[src/logic/dmmu_macros.svh]
/*
 * Data MMU sizing
 * Address field widths, TLB depth, domain id width and the
 * privilege mode encodings shared by the translation path
 */
`ifndef DMMU_MACROS_SVH
`define DMMU_MACROS_SVH

`define DMMU_VTAG_WIDTH        27
`define DMMU_PAGE_OFFSET_WIDTH 12
`define DMMU_PTAG_WIDTH        28
`define DMMU_DID_WIDTH         3
`define DMMU_TLB_ELS           8

`define DMMU_VADDR_WIDTH (`DMMU_VTAG_WIDTH + `DMMU_PAGE_OFFSET_WIDTH)
`define DMMU_PADDR_WIDTH (`DMMU_PTAG_WIDTH + `DMMU_PAGE_OFFSET_WIDTH)

// RISC-V privilege levels
`define DMMU_PRIV_WIDTH 2
`define DMMU_PRIV_U     2'd0
`define DMMU_PRIV_S     2'd1
`define DMMU_PRIV_M     2'd3

`endif

[src/logic/mmu_op_pkg.sv]
/*
 * Memory operation types
 * Load/store command encoding and the fault codes returned
 * with every translation response
 */
package mmu_op_pkg;

  typedef enum logic {
    op_load  = 1'b0,
    op_store = 1'b1
  } mem_op_e;

  typedef enum logic [2:0] {
    fault_none,
    fault_miss,
    fault_load_page,
    fault_store_page,
    fault_load_access,
    fault_store_access
  } fault_e;

  function automatic fault_e page_fault_of(mem_op_e op);
    return (op == op_store) ? fault_store_page : fault_load_page;
  endfunction

  function automatic fault_e access_fault_of(mem_op_e op);
    return (op == op_store) ? fault_store_access : fault_load_access;
  endfunction

endpackage

[src/logic/mmu_pte_pkg.sv]
/*
 * Page table entry types
 * Leaf entry as held in the TLB, and the privilege mode
 * of the hart issuing the access
 */
`include "dmmu_macros.svh"

package mmu_pte_pkg;

  typedef enum logic [`DMMU_PRIV_WIDTH-1:0] {
    priv_u = `DMMU_PRIV_U,
    priv_s = `DMMU_PRIV_S,
    priv_m = `DMMU_PRIV_M
  } priv_mode_e;

  // Only the leaf bits the data path needs
  typedef struct packed {
    logic [`DMMU_PTAG_WIDTH-1:0] ptag;
    // User accessible
    logic u;
    logic w;
    // Dirty
    logic d;
    logic a;
  } pte_leaf_s;

endpackage

[src/logic/dmmu_top.sv]
/*
 * Data address translation path
 * TLB lookup, stage register and fault check in a two-cycle
 * pipeline from command strobe to response
 */
`timescale 1ns/1ps
`include "dmmu_macros.svh"

module dmmu_top (
  input  logic                          clk_i,
  input  logic                          reset_i,
  input  logic                          cmd_v_i,
  input  mmu_op_pkg::mem_op_e           cmd_op_i,
  input  logic [`DMMU_VADDR_WIDTH-1:0]  cmd_vaddr_i,
  input  logic                          translation_en_i,
  input  mmu_pte_pkg::priv_mode_e       priv_mode_i,
  input  logic                          sum_i,
  input  logic                          flush_i,
  input  logic                          fill_v_i,
  input  logic [`DMMU_VTAG_WIDTH-1:0]   fill_vtag_i,
  input  mmu_pte_pkg::pte_leaf_s        fill_entry_i,
  input  logic                          poison_i,
  output logic                          resp_v_o,
  output mmu_op_pkg::fault_e            resp_fault_o,
  output logic [`DMMU_PADDR_WIDTH-1:0]  resp_paddr_o
);
  import mmu_pte_pkg::*;
  import mmu_op_pkg::*;

  logic                               tlb_v, tlb_hit, held_v, held_hit;
  mem_op_e                            tlb_op, held_op;
  pte_leaf_s                          tlb_entry, held_entry;
  logic [`DMMU_PAGE_OFFSET_WIDTH-1:0] page_offset_r, held_page_offset;

  // Offset lines up with the registered TLB result
  always_ff @(posedge clk_i) begin
    page_offset_r <= cmd_vaddr_i[`DMMU_PAGE_OFFSET_WIDTH-1:0];
  end

  dtlb u_dtlb (
    .clk_i(clk_i), .reset_i(reset_i), .flush_i(flush_i),
    .translation_en_i(translation_en_i),
    .cmd_v_i(cmd_v_i), .cmd_op_i(cmd_op_i),
    .cmd_vtag_i(cmd_vaddr_i[`DMMU_VADDR_WIDTH-1 -: `DMMU_VTAG_WIDTH]),
    .fill_v_i(fill_v_i), .fill_vtag_i(fill_vtag_i), .fill_entry_i(fill_entry_i),
    .v_o(tlb_v), .op_o(tlb_op), .hit_o(tlb_hit), .entry_o(tlb_entry)
  );

  xlate_stage_reg u_stage (
    .clk_i(clk_i), .reset_i(reset_i), .poison_i(poison_i),
    .v_i(tlb_v), .op_i(tlb_op), .hit_i(tlb_hit), .entry_i(tlb_entry),
    .page_offset_i(page_offset_r),
    .v_o(held_v), .op_o(held_op), .hit_o(held_hit), .entry_o(held_entry),
    .page_offset_o(held_page_offset)
  );

  fault_check u_check (
    .v_i(held_v), .op_i(held_op), .hit_i(held_hit), .entry_i(held_entry),
    .page_offset_i(held_page_offset), .translation_en_i(translation_en_i),
    .priv_mode_i(priv_mode_i), .sum_i(sum_i),
    .resp_v_o(resp_v_o), .resp_fault_o(resp_fault_o), .resp_paddr_o(resp_paddr_o)
  );

endmodule

[src/logic/dtlb.sv]
/*
 * Data TLB
 * Fully associative table with fill and flush, round-robin
 * replacement and a registered lookup. With translation off the
 * lookup returns an identity mapping that always hits.
 */
`timescale 1ns/1ps
`include "dmmu_macros.svh"

module dtlb (
  input  logic                         clk_i,
  input  logic                         reset_i,
  input  logic                         flush_i,
  input  logic                         translation_en_i,
  input  logic                         cmd_v_i,
  input  mmu_op_pkg::mem_op_e          cmd_op_i,
  input  logic [`DMMU_VTAG_WIDTH-1:0]  cmd_vtag_i,
  input  logic                         fill_v_i,
  input  logic [`DMMU_VTAG_WIDTH-1:0]  fill_vtag_i,
  input  mmu_pte_pkg::pte_leaf_s       fill_entry_i,
  output logic                         v_o,
  output mmu_op_pkg::mem_op_e          op_o,
  output logic                         hit_o,
  output mmu_pte_pkg::pte_leaf_s       entry_o
);
  import mmu_pte_pkg::*;

  localparam int unsigned idx_width_lp = $clog2(`DMMU_TLB_ELS);

  logic [`DMMU_TLB_ELS-1:0]    valid_r;
  logic [`DMMU_VTAG_WIDTH-1:0] tag_r [`DMMU_TLB_ELS];
  pte_leaf_s                   entry_r [`DMMU_TLB_ELS];
  logic [idx_width_lp-1:0]     victim_r;

  logic [`DMMU_TLB_ELS-1:0] lookup_match;
  logic [`DMMU_TLB_ELS-1:0] fill_match;
  logic [idx_width_lp-1:0]  fill_idx;
  pte_leaf_s                hit_entry;
  pte_leaf_s                identity_entry;

  always_comb begin
    hit_entry = '0;
    fill_idx = victim_r;
    for (int i = 0; i < `DMMU_TLB_ELS; i++) begin
      lookup_match[i] = valid_r[i] && (tag_r[i] == cmd_vtag_i);
      fill_match[i] = valid_r[i] && (tag_r[i] == fill_vtag_i);
      if (lookup_match[i]) begin
        hit_entry = hit_entry | entry_r[i];
      end
      // Refill of a present tag overwrites it in place
      if (fill_match[i]) begin
        fill_idx = idx_width_lp'(i);
      end
    end
  end

  always_comb begin
    identity_entry = '0;
    identity_entry.ptag = {{(`DMMU_PTAG_WIDTH-`DMMU_VTAG_WIDTH){1'b0}}, cmd_vtag_i};
    identity_entry.u = 1'b1;
    identity_entry.w = 1'b1;
    identity_entry.d = 1'b1;
    identity_entry.a = 1'b1;
  end

  always_ff @(posedge clk_i) begin
    if (reset_i) begin
      valid_r <= '0;
      victim_r <= '0;
    end else if (flush_i) begin
      valid_r <= '0;
    end else if (fill_v_i) begin
      valid_r[fill_idx] <= 1'b1;
      if (~|fill_match) begin
        victim_r <= victim_r + idx_width_lp'(1);
      end
    end
  end

  always_ff @(posedge clk_i) begin
    if (fill_v_i) begin
      tag_r[fill_idx] <= fill_vtag_i;
      entry_r[fill_idx] <= fill_entry_i;
    end
  end

  // Lookup result, first pipeline stage
  always_ff @(posedge clk_i) begin
    if (reset_i) begin
      v_o <= 1'b0;
    end else begin
      v_o <= cmd_v_i;
    end
  end

  always_ff @(posedge clk_i) begin
    op_o <= cmd_op_i;
    hit_o <= ~translation_en_i | (|lookup_match);
    entry_o <= translation_en_i ? hit_entry : identity_entry;
  end

  // Fills never leave two valid copies of a tag
  assert property (@(posedge clk_i) disable iff (reset_i) $onehot0(lookup_match))
    else $error("dtlb: more than one entry matches the lookup tag");

endmodule

[src/logic/fault_check.sv]
/*
 * Translation fault check
 * Combinational response stage. Applies the privilege, write
 * permission and domain checks to the held translation and
 * forms the physical address and fault code.
 */
`timescale 1ns/1ps
`include "dmmu_macros.svh"

module fault_check (
  input  logic                                v_i,
  input  mmu_op_pkg::mem_op_e                 op_i,
  input  logic                                hit_i,
  input  mmu_pte_pkg::pte_leaf_s              entry_i,
  input  logic [`DMMU_PAGE_OFFSET_WIDTH-1:0]  page_offset_i,
  input  logic                                translation_en_i,
  input  mmu_pte_pkg::priv_mode_e             priv_mode_i,
  input  logic                                sum_i,
  output logic                                resp_v_o,
  output mmu_op_pkg::fault_e                  resp_fault_o,
  output logic [`DMMU_PADDR_WIDTH-1:0]        resp_paddr_o
);
  import mmu_pte_pkg::*;
  import mmu_op_pkg::*;

  logic priv_fault;
  logic write_fault;
  logic did_fault;

  // S-mode needs SUM to touch user pages; U-mode never sees S pages
  assign priv_fault = translation_en_i
                    & (((priv_mode_i == priv_s) & ~sum_i & entry_i.u)
                      | ((priv_mode_i == priv_u) & ~entry_i.u));

  assign write_fault = (op_i == op_store) & (~entry_i.w | ~entry_i.d);

  // Only domain 0 is reachable
  assign did_fault = |entry_i.ptag[`DMMU_PTAG_WIDTH-1 -: `DMMU_DID_WIDTH];

  assign resp_v_o = v_i;
  assign resp_paddr_o = {entry_i.ptag, page_offset_i};

  always_comb begin
    if (!v_i) begin
      resp_fault_o = fault_none;
    end else if (!hit_i) begin
      resp_fault_o = fault_miss;
    end else if (priv_fault | write_fault) begin
      resp_fault_o = page_fault_of(op_i);
    end else if (did_fault) begin
      resp_fault_o = access_fault_of(op_i);
    end else begin
      resp_fault_o = fault_none;
    end
  end

endmodule

[src/logic/xlate_stage_reg.sv]
/*
 * Translation stage register
 * Second pipeline stage. Holds one translated command with its
 * page offset and drops it when the item is poisoned.
 */
`timescale 1ns/1ps
`include "dmmu_macros.svh"

module xlate_stage_reg (
  input  logic                                clk_i,
  input  logic                                reset_i,
  input  logic                                poison_i,
  input  logic                                v_i,
  input  mmu_op_pkg::mem_op_e                 op_i,
  input  logic                                hit_i,
  input  mmu_pte_pkg::pte_leaf_s              entry_i,
  input  logic [`DMMU_PAGE_OFFSET_WIDTH-1:0]  page_offset_i,
  output logic                                v_o,
  output mmu_op_pkg::mem_op_e                 op_o,
  output logic                                hit_o,
  output mmu_pte_pkg::pte_leaf_s              entry_o,
  output logic [`DMMU_PAGE_OFFSET_WIDTH-1:0]  page_offset_o
);

  // Poison kills the item already in flight from the TLB stage
  always_ff @(posedge clk_i) begin
    if (reset_i) begin
      v_o <= 1'b0;
    end else begin
      v_o <= v_i & ~poison_i;
    end
  end

  always_ff @(posedge clk_i) begin
    op_o <= op_i;
    hit_o <= hit_i;
    entry_o <= entry_i;
    page_offset_o <= page_offset_i;
  end

  // A live item must carry a fully known translation
  assert property (@(posedge clk_i) disable iff (reset_i)
                   v_o |-> !$isunknown({op_o, hit_o, entry_o, page_offset_o}))
    else $error("xlate_stage_reg: valid item with unknown payload");

endmodule

[config.mk]
export PLATFORM = sky130hd
export DESIGN_NAME = dmmu_top
export DESIGN_NICKNAME = d
export VERILOG_FILES = /design/src/logic/mmu_op_pkg.sv /design/src/logic/mmu_pte_pkg.sv /design/src/logic/dmmu_top.sv /design/src/logic/dtlb.sv /design/src/logic/fault_check.sv /design/src/logic/xlate_stage_reg.sv
export VERILOG_INCLUDE_DIRS = /design/src /design/src/logic
export SDC_FILE = /design/constraint.sdc
export NUM_CORES = 1
export LEC_CHECK = 0
export ABC_AREA = 1
export BUFFER_PORTS_ARGS = -buffer_cell sky130_fd_sc_hd__buf_2
export CORE_MARGIN = 2
export CORE_UTILIZATION = 50
export DETAILED_ROUTE_END_ITERATION = 8
export PLACE_DENSITY_LB_ADDON = 0.05
export SLEW_MARGIN = 25
export SYNTH_ARGS = -nofsm -noshare
export SYNTH_HDL_FRONTEND = slang
export SYNTH_SLANG_ARGS = --single-unit
[constraint.sdc]
create_clock -name clk_i -period 10.8 [get_ports clk_i]
set_clock_uncertainty 0.05 [all_clocks]
set_input_delay 1.62 -clock clk_i [delete_from_list [all_inputs] [get_ports clk_i]]
set_output_delay 1.62 -clock clk_i [all_outputs]
set_load 0.01 [all_outputs]
Word-level counts from Yosys, hierarchy flattened:

Memories as Yosys holds them, arrays and structs flattened.
Index checks and enable logic that the tools add are counted.

* bitwise logic cells: 26
* reduce and logical (&&, ||, !) cells: 23
* shifts and indexed selects: 0
* multipliers: 0
* divide/modulo/power cells: 0
* eq/ne operators: 17
* multiplexer cells: 27
* $lt $le $gt $ge: 2
* add/sub/neg operators: 1

Operators with widths (count)
* 27-bit equality test: 16
* 32-bit 2-to-1 mux: 8
* 32-bit bitwise OR: 7
* 3-bit 2-to-1 mux: 12
* 31-bit 2-to-1 mux: 1
* 1-bit logical AND: 17
* 8-bit OR reduction: 2
* 1-bit NOT: 8
* 8-bit bitwise OR: 1
* 1-bit AND: 6
* 1-bit 2-to-1 mux: 5
* 3-bit by 4-bit < comparator with 1-bit output, second input constant: 1
* 1-bit bitwise OR: 4
* 3-bit by 1-bit adder with 3-bit output, second input constant: 1
* 1-bit demux with 3-bit select: 1
* 3-bit by 1-bit greater-or-equal comparator with 1-bit output, second input constant: 1
* 3-bit AND reduction: 1
* 3-bit OR reduction: 1
* 2-bit by 1-bit equality test with 1-bit output, second input constant: 1
* 2-bit logical NOT: 1
* 2-bit OR reduction: 1

* output and inout bits: 44
* input port bits: 109
* bits in registers: 103
* ROM bits: 0
* bits in writable memories: 472
* bits in latches: 0
* memories kept: 2

Memories
* u_dtlb.entry_r: words 8, width 32, read ports 8, clocked after Yosys merged registers in 0, wr ports 1, line dtlb.sv:32 `` pte_leaf_s entry_r [`DMMU_TLB_ELS]; ``
* u_dtlb.tag_r: words 8, width 27, read ports 8, clocked after Yosys merged registers in 0, wr ports 1, line dtlb.sv:31 `` logic [`DMMU_VTAG_WIDTH-1:0] tag_r [`DMMU_TLB_ELS]; ``

Depth between registers and ports, before layout:

Gate-level depths: netlist (run 1).
An unclocked memory read counts as a cell.

* depth after elaboration: 19
* gate-level depth with buffers: 20
* gate-level depth less buffers: 19

By module:

Synthesis (run 1) repeated with hierarchy kept, for this count alone.

* cells, all modules: 2849
* area total of the unflattened synthesis: 27066.0 µm²

Modules (own cells, without submodules)
* dtlb: seq. area each 15094.5 µm², times used 1, area each 25460.7 µm², cells an instance 2728
* xlate_stage_reg: seq. area each 940.9 µm², times used 1, area each 954.7 µm², cells an instance 50
* fault_check: seq. area each 0.0 µm², times used 1, area each 410.4 µm², cells an instance 59
* dmmu_top: seq. area each 240.2 µm², times used 1, area each 240.2 µm², cells an instance 12

Least setup slack after synthesis (run 1):

No wires, ideal clock.

* path type: input -> register
* start: input fill_vtag_i[2]
* end: memory u_dtlb.entry_r[4][10] in the netlist's numbering, enable pin
* stages: 16
* path buffers: 2
* arrival: 4.052 ns
* slack: 6.286 ns
* required time: 10.338 ns
* cell sequence: buf_2 -> inv_2 -> buf_4 -> nor2_1 -> nor3_1 -> and2_1 -> nand2_1 -> nor2_1 -> nand2_1 -> nand2_1 -> nor2_1 -> nand2_1 -> inv_2 -> nor2_1 -> nand3_1 -> inv_1

* longest elaborated chain between the ends: 10

RTL lines
* start: declaration: line dmmu_top.sv:20 `` input logic [`DMMU_VTAG_WIDTH-1:0] fill_vtag_i, ``
* 27-bit equality test: line dtlb.sv:46 `fill_match[i] = valid_r[i] && (tag_r[i] == fill_vtag_i);`
* 1-bit logical AND: line dtlb.sv:46
* 3-bit 2-to-1 mux (7 in series): line dtlb.sv:51 `if (fill_match[i]) begin`
* 3-bit 2-to-1 mux (*): line dtlb.sv:51
* end: declaration: line dtlb.sv:32

Mark *: on every way between the ends. The rest lies on a longest branch, timed or not.

Worst setup path after layout (run 1):

* start: input fill_vtag_i[17]
* end: memory u_dtlb.entry_r[3][26] in the netlist's numbering, enable pin

Same word-level chain as after synthesis.

==> impl_metrics.py, run 1 <==
metrics = {
    "worst_setup_path": {
        "worstSetupPathType": "primary input to flip-flop",
        "critPathLaunchType": "primary input",
        "cp.required_ps": 11020,
        "arrival_ps": 6050,
        "cpPeakStageDelay_ps": 670,
        "cp-end-kind": "flip-flop",
        "cp_common_cell": "nand2_1",
        "cp_slowest_cell": "inv_2",
        "path_cells": "buf_2 > inv_1 > nand2_1 > o21ai_0 > nor2_1 > nand2_1 > nor2_1 > nand2_1 > nor2_1 > nor2_1 > nand2_1 > nand2_1 > nand2_1 > nand2_1 > nor2_1 > nand2_1 > inv_2 > buf_4",
        "critPathMaxFanout": 34,
    },
    "floorplanning": {
        "num_io_pins": 153,
        "die_h_um": 235,
        "die_area_um2": 55100,
        "initial_core_util": 0.506,
        "die_x_um": 235,
        "core_area_um2": 52700,
        "row_count": 84,
    },
    "route": {
        "via_count": 22200,
        "via_per_inst": 5.99,
        "drc_errors": 0,
        "drtPass1Iterations": 8,
        "routed_wl_um": 106000,
        "wl_per_cell_um": 28.6,
        "drtIter0Drc": 3291,
        "ant_nets": 0,
    },
    "global_routing": {
        "grt_pass1_wl_um": 148000,
        "overflow": 0,
        "grtUsageTotal": 0.378,
        "grt_antenna_before_repair": 5,
        "grt_max_degree": 59,
        "grt_pass1_vias": 20900,
    },
    "placed_design": {
        "io_buffers": 151,
        "postPlaceCellArea_um2": 27800,
        "gp_congestion": 1.09,
        "place_hpwl_um": 68300,
        "place_inst": 3597,
    },
    "sta": {
        "max_slew.worst_pin.slew_ps": 1020,
        "rsz0062_at_grt": "no",
        "finalMaxSlewViolations": 0,
        "tns_ps": 0,
        "setup_viol": 0,
        "fin_crit_sh": 0.540,
        "fin_crit_ps": 5830,
        "hold_viol": 0,
        "fmax_mhz": 171,
        "hold_slack_ps": 272,
        "relSlewSlack": 0.323,
    },
    "flow_run": {
        "maxCapViolCount": 0,
    },
    "power_and_ir_drop": {
        "p_clk_frac": 0.418,
        "seq_power_share": 0.498,
        "intPower_mw": 3.71,
        "p_leak_nw": 12.4,
        "p_sw_frac": 0.245,
        "p_sw_mw": 1.21,
        "powerDensity_nw_per_um2": 165,
        "vdd_drop_max_uv": 161,
        "p_comb_frac": 0.084,
    },
    "clocking": {
        "worstSkewPairLatency_ps": 640,
        "clk_path_buf_depth": 3,
        "cts_resized": 0,
        "post-cts-setup-buffers": 0,
        "path_clk_slew_ps": 60,
        "cts_sinks": 567,
        "cts-hold-fix-buffers": 0,
        "cts_max_level": 2,
        "cts_tree": "built",
        "cts_buffers": 56,
        "clockRootBuffer": "clkbuf_16",
    },
    "yosys": {
        "syn_inst": 2846,
        "avgSynthCellArea_um2": 9.36,
        "synthDistinctLibCells": 44,
        "synth_seq_area_share": 0.601,
        "synth_area_um2": 26600,
        "syn-num-nets": 2956,
        "yosysWarnings": 0,
        "ys_ff_latch": 567,
    },
    "run_status": {
        "status": "finished clean",
    },
    "cells_and_area": {
        "syn_to_final_growth_pct": 11.7,
        "stdcell_area_um2": 29700,
        "fin_cells": 3706,
        "utilization": 0.565,
        "drive_gt1_frac": 0.114,
        "nets": 3077,
    },
    "hold_path": {
        "hp-class": "flip-flop to flip-flop",
    },
}
==> cells in the final DEF (no fill, tap or decap), types with 7 or more instances in the layout <==
cell type and n:
xnor2_1 51, dfxtp_1 103, clkinv_2 11, clkinv_1 11, o21ai_0 85, nand4_1 66, clkbuf_16 60, nand3_1 138
inv_2 49, o2111ai_1 15, o22ai_1 79, or2_2 7, buf_2 151, inv_1 273, nor2_1 292, xor2_1 68
edfxtp_1 464, o21ai_1 29, buf_4 27, nand3b_1 7, a21oi_1 55, nand2_1 837, nor3_1 33, nor4_1 37
==> layout make-up <==
cell class                      count  area (µm²)
Antenna cell                        3        7.51
Clock buffer                       71        1590
Clock inverter                     35         377
Fill cell                        4627       22900
Inverter                          328        1240
Multi-Input combinational cell   1833        8640
Sequential cell                   567       16000
Tap cell                          688         861
Timing Repair Buffer              181        1030
==> worst max-delay path, delay by kind of cell <==
family | cells | cell delay, ps
buffers and inverters | 4 | 2350
and+or+nand+nor | 13 | 1900
AOI/OAI and AO/OA | 1 | 90
==> synth_stat cells (all sizes together) <==
cell type	count	area (µm²)
nand2	840	3160
edfxtp	464	13900
inv	324	1220
nor2	297	1130
nand3	138	691
o21ai	115	579
buf	112	749
dfxtp	103	2060
o22ai	79	494
xor2	68	596
nand4	66	413
a21oi	55	275
xnor2	51	447
nor4	39	265
nor3	34	181
o2111ai	15	131
or2	13	81.3
nand3b	7	52.6
clkbuf	6	22.5
and3	4	25.0
clkinv	4	18.8
and2	3	18.8
o211ai	2	15.0
o221ai	2	17.5
a211oi	1	7.51
ha	1	12.5
nor3b	1	7.51
nor4b	1	8.76
o2bb2ai	1	8.76
==> path summary, 6_finish.rpt <==
path | start | endpoint | slack, ps | depth (start not counted)
worst min-delay path | u_dtlb.entry_o[29] | u_stage.entry_o[29] | 270 | 0
worst max register to register | u_dtlb.valid_r[2] | u_dtlb.entry_r[3][26] | 6650 | 15
worst max-delay path | fill_vtag_i[17] | u_dtlb.entry_r[3][26] | 4970 | 18
worst min register to register | u_dtlb.entry_o[29] | u_stage.entry_o[29] | 270 | 0
==> power groups by stage <==
stage / Sequential, mW / Combinational (mW) / Clock, mW
floorplan: 2.49 / 0.205 / 0
global placement: 2.49 / 0.393 / 0
detailed placement: 2.49 / 0.393 / 0
CTS: 2.45 / 0.395 / 2.08
global route: 2.45 / 0.428 / 2.16
finish: 2.45 / 0.413 / 2.06
==> layer usage <==
metal / vias to the layer above / GRT usage / share of wire
li1: 9712 / - / -
met4: 4 / 0.214 / 0.066
met5: - / 0 / 0.00022
met2: 1558 / 0.589 / 0.45
met1: 10600 / 0.487 / 0.37
met3: 363 / 0.0867 / 0.12
==> sequential cells by signal, indices dropped and copies added, names as in the netlist <==
name	cells
page_offset_r	12
u_dtlb.entry_o	31
u_dtlb.entry_r	248
u_dtlb.hit_o	1
u_dtlb.op_o	1
u_dtlb.tag_r	216
u_dtlb.v_o	1
u_dtlb.valid_r	8
u_dtlb.victim_r	3
u_stage.entry_o	31
u_stage.hit_o	1
u_stage.op_o	1
u_stage.page_offset_o	12
u_stage.v_o	1
==> stage by stage <==
step                      setup WS, ps  total power [mW]
after global placement            4480              2.89
after global routing              4840              5.04
final                             4970              4.92
after CTS                         5180              4.92
after floorplan                   6290              2.69
after detailed placement          4520              2.89
==> kinds of logic (layout without fill, tap and decap cells) <==
logic type / count (synthesis) / in the layout / synth area share
AOI/OAI and AO/OA: 270 / 270 / 0.0574
xor gates and xnor gates: 119 / 119 / 0.0391
adders and majority gates: 1 / 1 / 0.000470
buffers and inverters: 446 / 615 / 0.0756
DFF: 567 / 567 / 0.601
other: 0 / 3 / 0
and+or+nand+nor: 1443 / 1443 / 0.227
Power figures use the tool's default switching activity.
==> run 2: changes to the inputs <==
--- a/config.mk
+++ b/config.mk
@@ -6,7 +6,7 @@
 export SDC_FILE = /design/constraint.sdc
 export NUM_CORES = 1
 export LEC_CHECK = 0
-export ABC_AREA = 1
+export ABC_AREA = 0
 export BUFFER_PORTS_ARGS = -buffer_cell sky130_fd_sc_hd__buf_2
 export CORE_MARGIN = 2
 export CORE_UTILIZATION = 50
==> constraint.sdc (replaced) <==
create_clock -name clk_i -period 5.3 [get_ports clk_i]
set_clock_uncertainty 0.05 [all_clocks]
set_input_delay 0.795 -clock clk_i [delete_from_list [all_inputs] [get_ports clk_i]]
set_output_delay 0.795 -clock clk_i [all_outputs]
set_load 0.01 [all_outputs]
==> run 2 against run 1 <==
- largest cell class unchanged
- clock power up 100%
- total power up 97%
- sequential power up 100%
- critical endpoint is now u_dtlb.entry_r[2][7]
- sequential share of layout area up 6.0 points
- clock-buffer cell count up 4
- largest power group unchanged
==> impl_metrics.py, run 2 <==
metrics = {
    "power_and_ir_drop": {
        "intPower_mw": 7.52,
        "p_leak_nw": 8.78,
        "seq_power_share": 0.512,
        "p_sw_frac": 0.225,
        "powerDensity_nw_per_um2": 363,
        "finalPower_mw": 9.70,
        "p_sw_mw": 2.18,
        "vdd_drop_max_uv": 279,
        "p_clk_frac": 0.424,
        "p_comb_frac": 0.064,
    },
    "worst_setup_path": {
        "cp_slowest_cell": "or4_4",
        "path_cells": "xor2_1 > nor4_1 > nand3_1 > or4_4 > nand3_1 > o221a_2 > nand2_1 > nor2_4 > buf_12",
        "rr_worst_depth": 9,
        "reg2reg_slack_ps": 1310,
        "cp.required_ps": 5580,
        "cpPeakStageDelay_ps": 610,
        "crit_end": "u_dtlb.entry_r[2][7]",
        "rr_endpoint": "u_dtlb.entry_r[2][7]",
        "critPathMaxFanout": 16,
        "arrival_ps": 4260,
        "startpoint": "u_dtlb.tag_r[4][25]",
        "critPathLaunchType": "flip-flop",
        "regToRegStartpoint": "u_dtlb.tag_r[4][25]",
        "cp-end-kind": "flip-flop",
        "cp_common_cell": "nand3_1",
        "worstSetupPathType": "flip-flop to flip-flop",
    },
    "cells_and_area": {
        "seq_area_um2": 16000,
        "fillers": 3778,
        "utilization": 0.578,
        "drive_gt1_frac": 0.187,
        "syn_to_final_growth_pct": 14.8,
        "largestRegisters": "u_dtlb.entry_r x248, u_dtlb.tag_r x216",
        "layout_common_cells": "edfxtp_1 (464), xnor2_1 (308), buf_2 (151), xor2_1 (119), dfxtp_1 (103)",
        "final_common_cell": "edfxtp_1",
        "largest_reg_flops": 248,
        "multiInputGateArea_um2": 6700,
        "nets": 1785,
        "regMostFlops": "u_dtlb.entry_r",
        "antenna_cells": 0,
        "fin_cells": 2331,
    },
    "route": {
        "drtPass1Iterations": 5,
        "routed_wl_um": 68700,
        "via_per_inst": 5.91,
        "drc_errors": 0,
        "via_count": 13800,
        "drtIter0Drc": 1439,
        "wl_per_cell_um": 29.5,
        "ant_nets": 0,
    },
    "clocking": {
        "cts_buffers": 58,
        "worstSkewPairLatency_ps": 630,
        "post-cts-setup-buffers": 0,
        "cts-hold-fix-buffers": 0,
        "cts_resized": 0,
        "path_clk_slew_ps": 60,
        "cts_max_level": 2,
        "cts_sinks": 567,
        "clk_path_buf_depth": 3,
        "cts_tree": "built",
        "clockRootBuffer": "clkbuf_16",
    },
    "yosys": {
        "synth_common_cells": "edfxtp_1 (464), xnor2_1 (308), xor2_1 (119), dfxtp_1 (103), nand4_1 (88)",
        "ys_top_cells_by_area": "edfxtp_1 (60%), xnor2_1 (12%), dfxtp_1 (8.9%)",
        "yosysWarnings": 0,
        "synth_edf_count": 464,
        "avgSynthCellArea_um2": 15.3,
        "synth_seq_area_share": 0.687,
        "synth_top_area_share": 0.598,
        "yosys_most_used_dff": "edfxtp_1",
        "synth.largest_area_cell": "edfxtp_1",
        "syn-num-nets": 1632,
        "synthDistinctLibCells": 56,
        "async_reset_ff_frac": 0,
        "synth_most_common_cell": "edfxtp_1",
        "synth_area_um2": 23300,
        "ys_ff_latch": 567,
        "syn_inst": 1522,
    },
    "floorplanning": {
        "die_h_um": 220,
        "initial_core_util": 0.504,
        "die_area_um2": 48300,
        "row_count": 79,
        "core_area_um2": 46300,
        "num_io_pins": 153,
        "die_x_um": 220,
    },
    "sta": {
        "setup_viol": 0,
        "rsz0062_at_grt": "no",
        "tns_ps": 0,
        "relSlewSlack": 0.443,
        "fmax_mhz": 251,
        "fin_crit_ps": 3990,
        "max_slew.worst_pin.slew_ps": 828,
        "fin_crit_sh": 0.752,
        "hold_viol": 0,
        "finalMaxSlewViolations": 0,
    },
    "global_routing": {
        "overflow": 0,
        "grtUsageTotal": 0.286,
        "grt_pass1_wl_um": 95800,
        "grt_antenna_before_repair": 1,
        "grt_pass1_vias": 13500,
        "grt_max_degree": 61,
    },
    "flow_run": {
        "maxCapViolCount": 0,
    },
    "run_status": {
        "status": "finished clean",
    },
    "placed_design": {
        "io_buffers": 151,
        "gp_congestion": 0.863,
        "place_inst": 2222,
        "place_hpwl_um": 41000,
    },
    "hold_path": {
        "hp-class": "primary input to flip-flop",
    },
}
## run 2: changes by cell type after synthesis, sizes merged, moves of 27 or more
cell	change
nand2	-827
inv	-317
nor2	-262
xnor2	+257
nand3	-132
o21ai	-113
o22ai	-79
a22o	+61
a221oi	+57
a21oi	-52
xor2	+51
nor3	-29
buf	-28
a31oi	+27
## run 2: worst min path at each step
| stage | from | endpoint | slack, ps | cells past startpoint |
|---|---|---|---|---|
| after global routing | cmd_vaddr_i[7] | page_offset_r[7] | 180 | 1 |
| after detailed placement | u_dtlb.entry_o[26] | u_stage.entry_o[26] | 260 | 0 |
| after floorplan | u_dtlb.entry_o[10] | u_stage.entry_o[10] | 260 | 0 |
| after global placement | page_offset_r[4] | u_stage.page_offset_o[4] | 260 | 0 |
| final | cmd_vaddr_i[0] | page_offset_r[0] | 210 | 1 |
| after CTS | cmd_vaddr_i[0] | page_offset_r[0] | 170 | 1 |
## run 2: metal layers
layer / vias to the layer above / wire [µm] / GRT usage
li1: 6027 / - / -
met1: 7037 / 30200 / 0.417
met2: 616 / 31500 / 0.445
met3: 105 / 5320 / 0.0513
met4: 0 / 1610 / 0.0732
met5: - / 0 / 0
## run 2: kinds of logic (layout without fill, tap and decap cells)
| group | Yosys count | count (layout) | synth area share |
|---|---|---|---|
| DFF | 567 | 567 | 0.687 |
| xor gates and xnor gates | 427 | 427 | 0.161 |
| and+or+nand+nor | 226 | 226 | 0.0566 |
| AOI/OAI and AO/OA | 179 | 179 | 0.0647 |
| buffers and inverters | 121 | 323 | 0.0305 |
| adders and majority gates | 1 | 1 | 0.000537 |
| muxes | 1 | 1 | 0.000430 |
## run 2: critical path, delay by kind of cell (launching register included)
kind                   cells  cell delay [ps]
AO/OA/AOI/OAI              1              420
AND/OR/NAND/NOR            6             2360
XOR/XNOR                   1              170
flip-flops                 1              440
buffers and inverters      1              240
## run 2: per-stage QoR
stage / hold WS [ps] / worst slack [ps] / cell area, µm²
finish: 212 / 1310 / 26700
global route: 185 / 1250 / 26700
CTS: 171 / 1380 / 26700
detailed placement: 262 / 765 / 24800
global placement: 260 / 807 / 24800
floorplan: 260 / -304 / 23300
## run 2: layout make-up
class / count / area share
Sequential cell: 567 / 0.598
Clock inverter: 34 / 0.0134
Timing Repair Buffer: 207 / 0.0501
Multi-Input combinational cell: 834 / 0.250
Inverter: 7 / 0.000983
Clock buffer: 75 / 0.0585
Tap cell: 607 / 0.0284
## run 2: power by group through the flow
| stage | Sequential, mW | Combinational (mW) | Clock, mW |
|---|---|---|---|
| after floorplan | 5.06 | 0.338 | 0 |
| after global placement | 5.06 | 0.609 | 0 |
| after detailed placement | 5.06 | 0.611 | 0 |
| after CTS | 4.97 | 0.613 | 4.19 |
| after global routing | 4.98 | 0.649 | 4.36 |
| final | 4.97 | 0.617 | 4.11 |
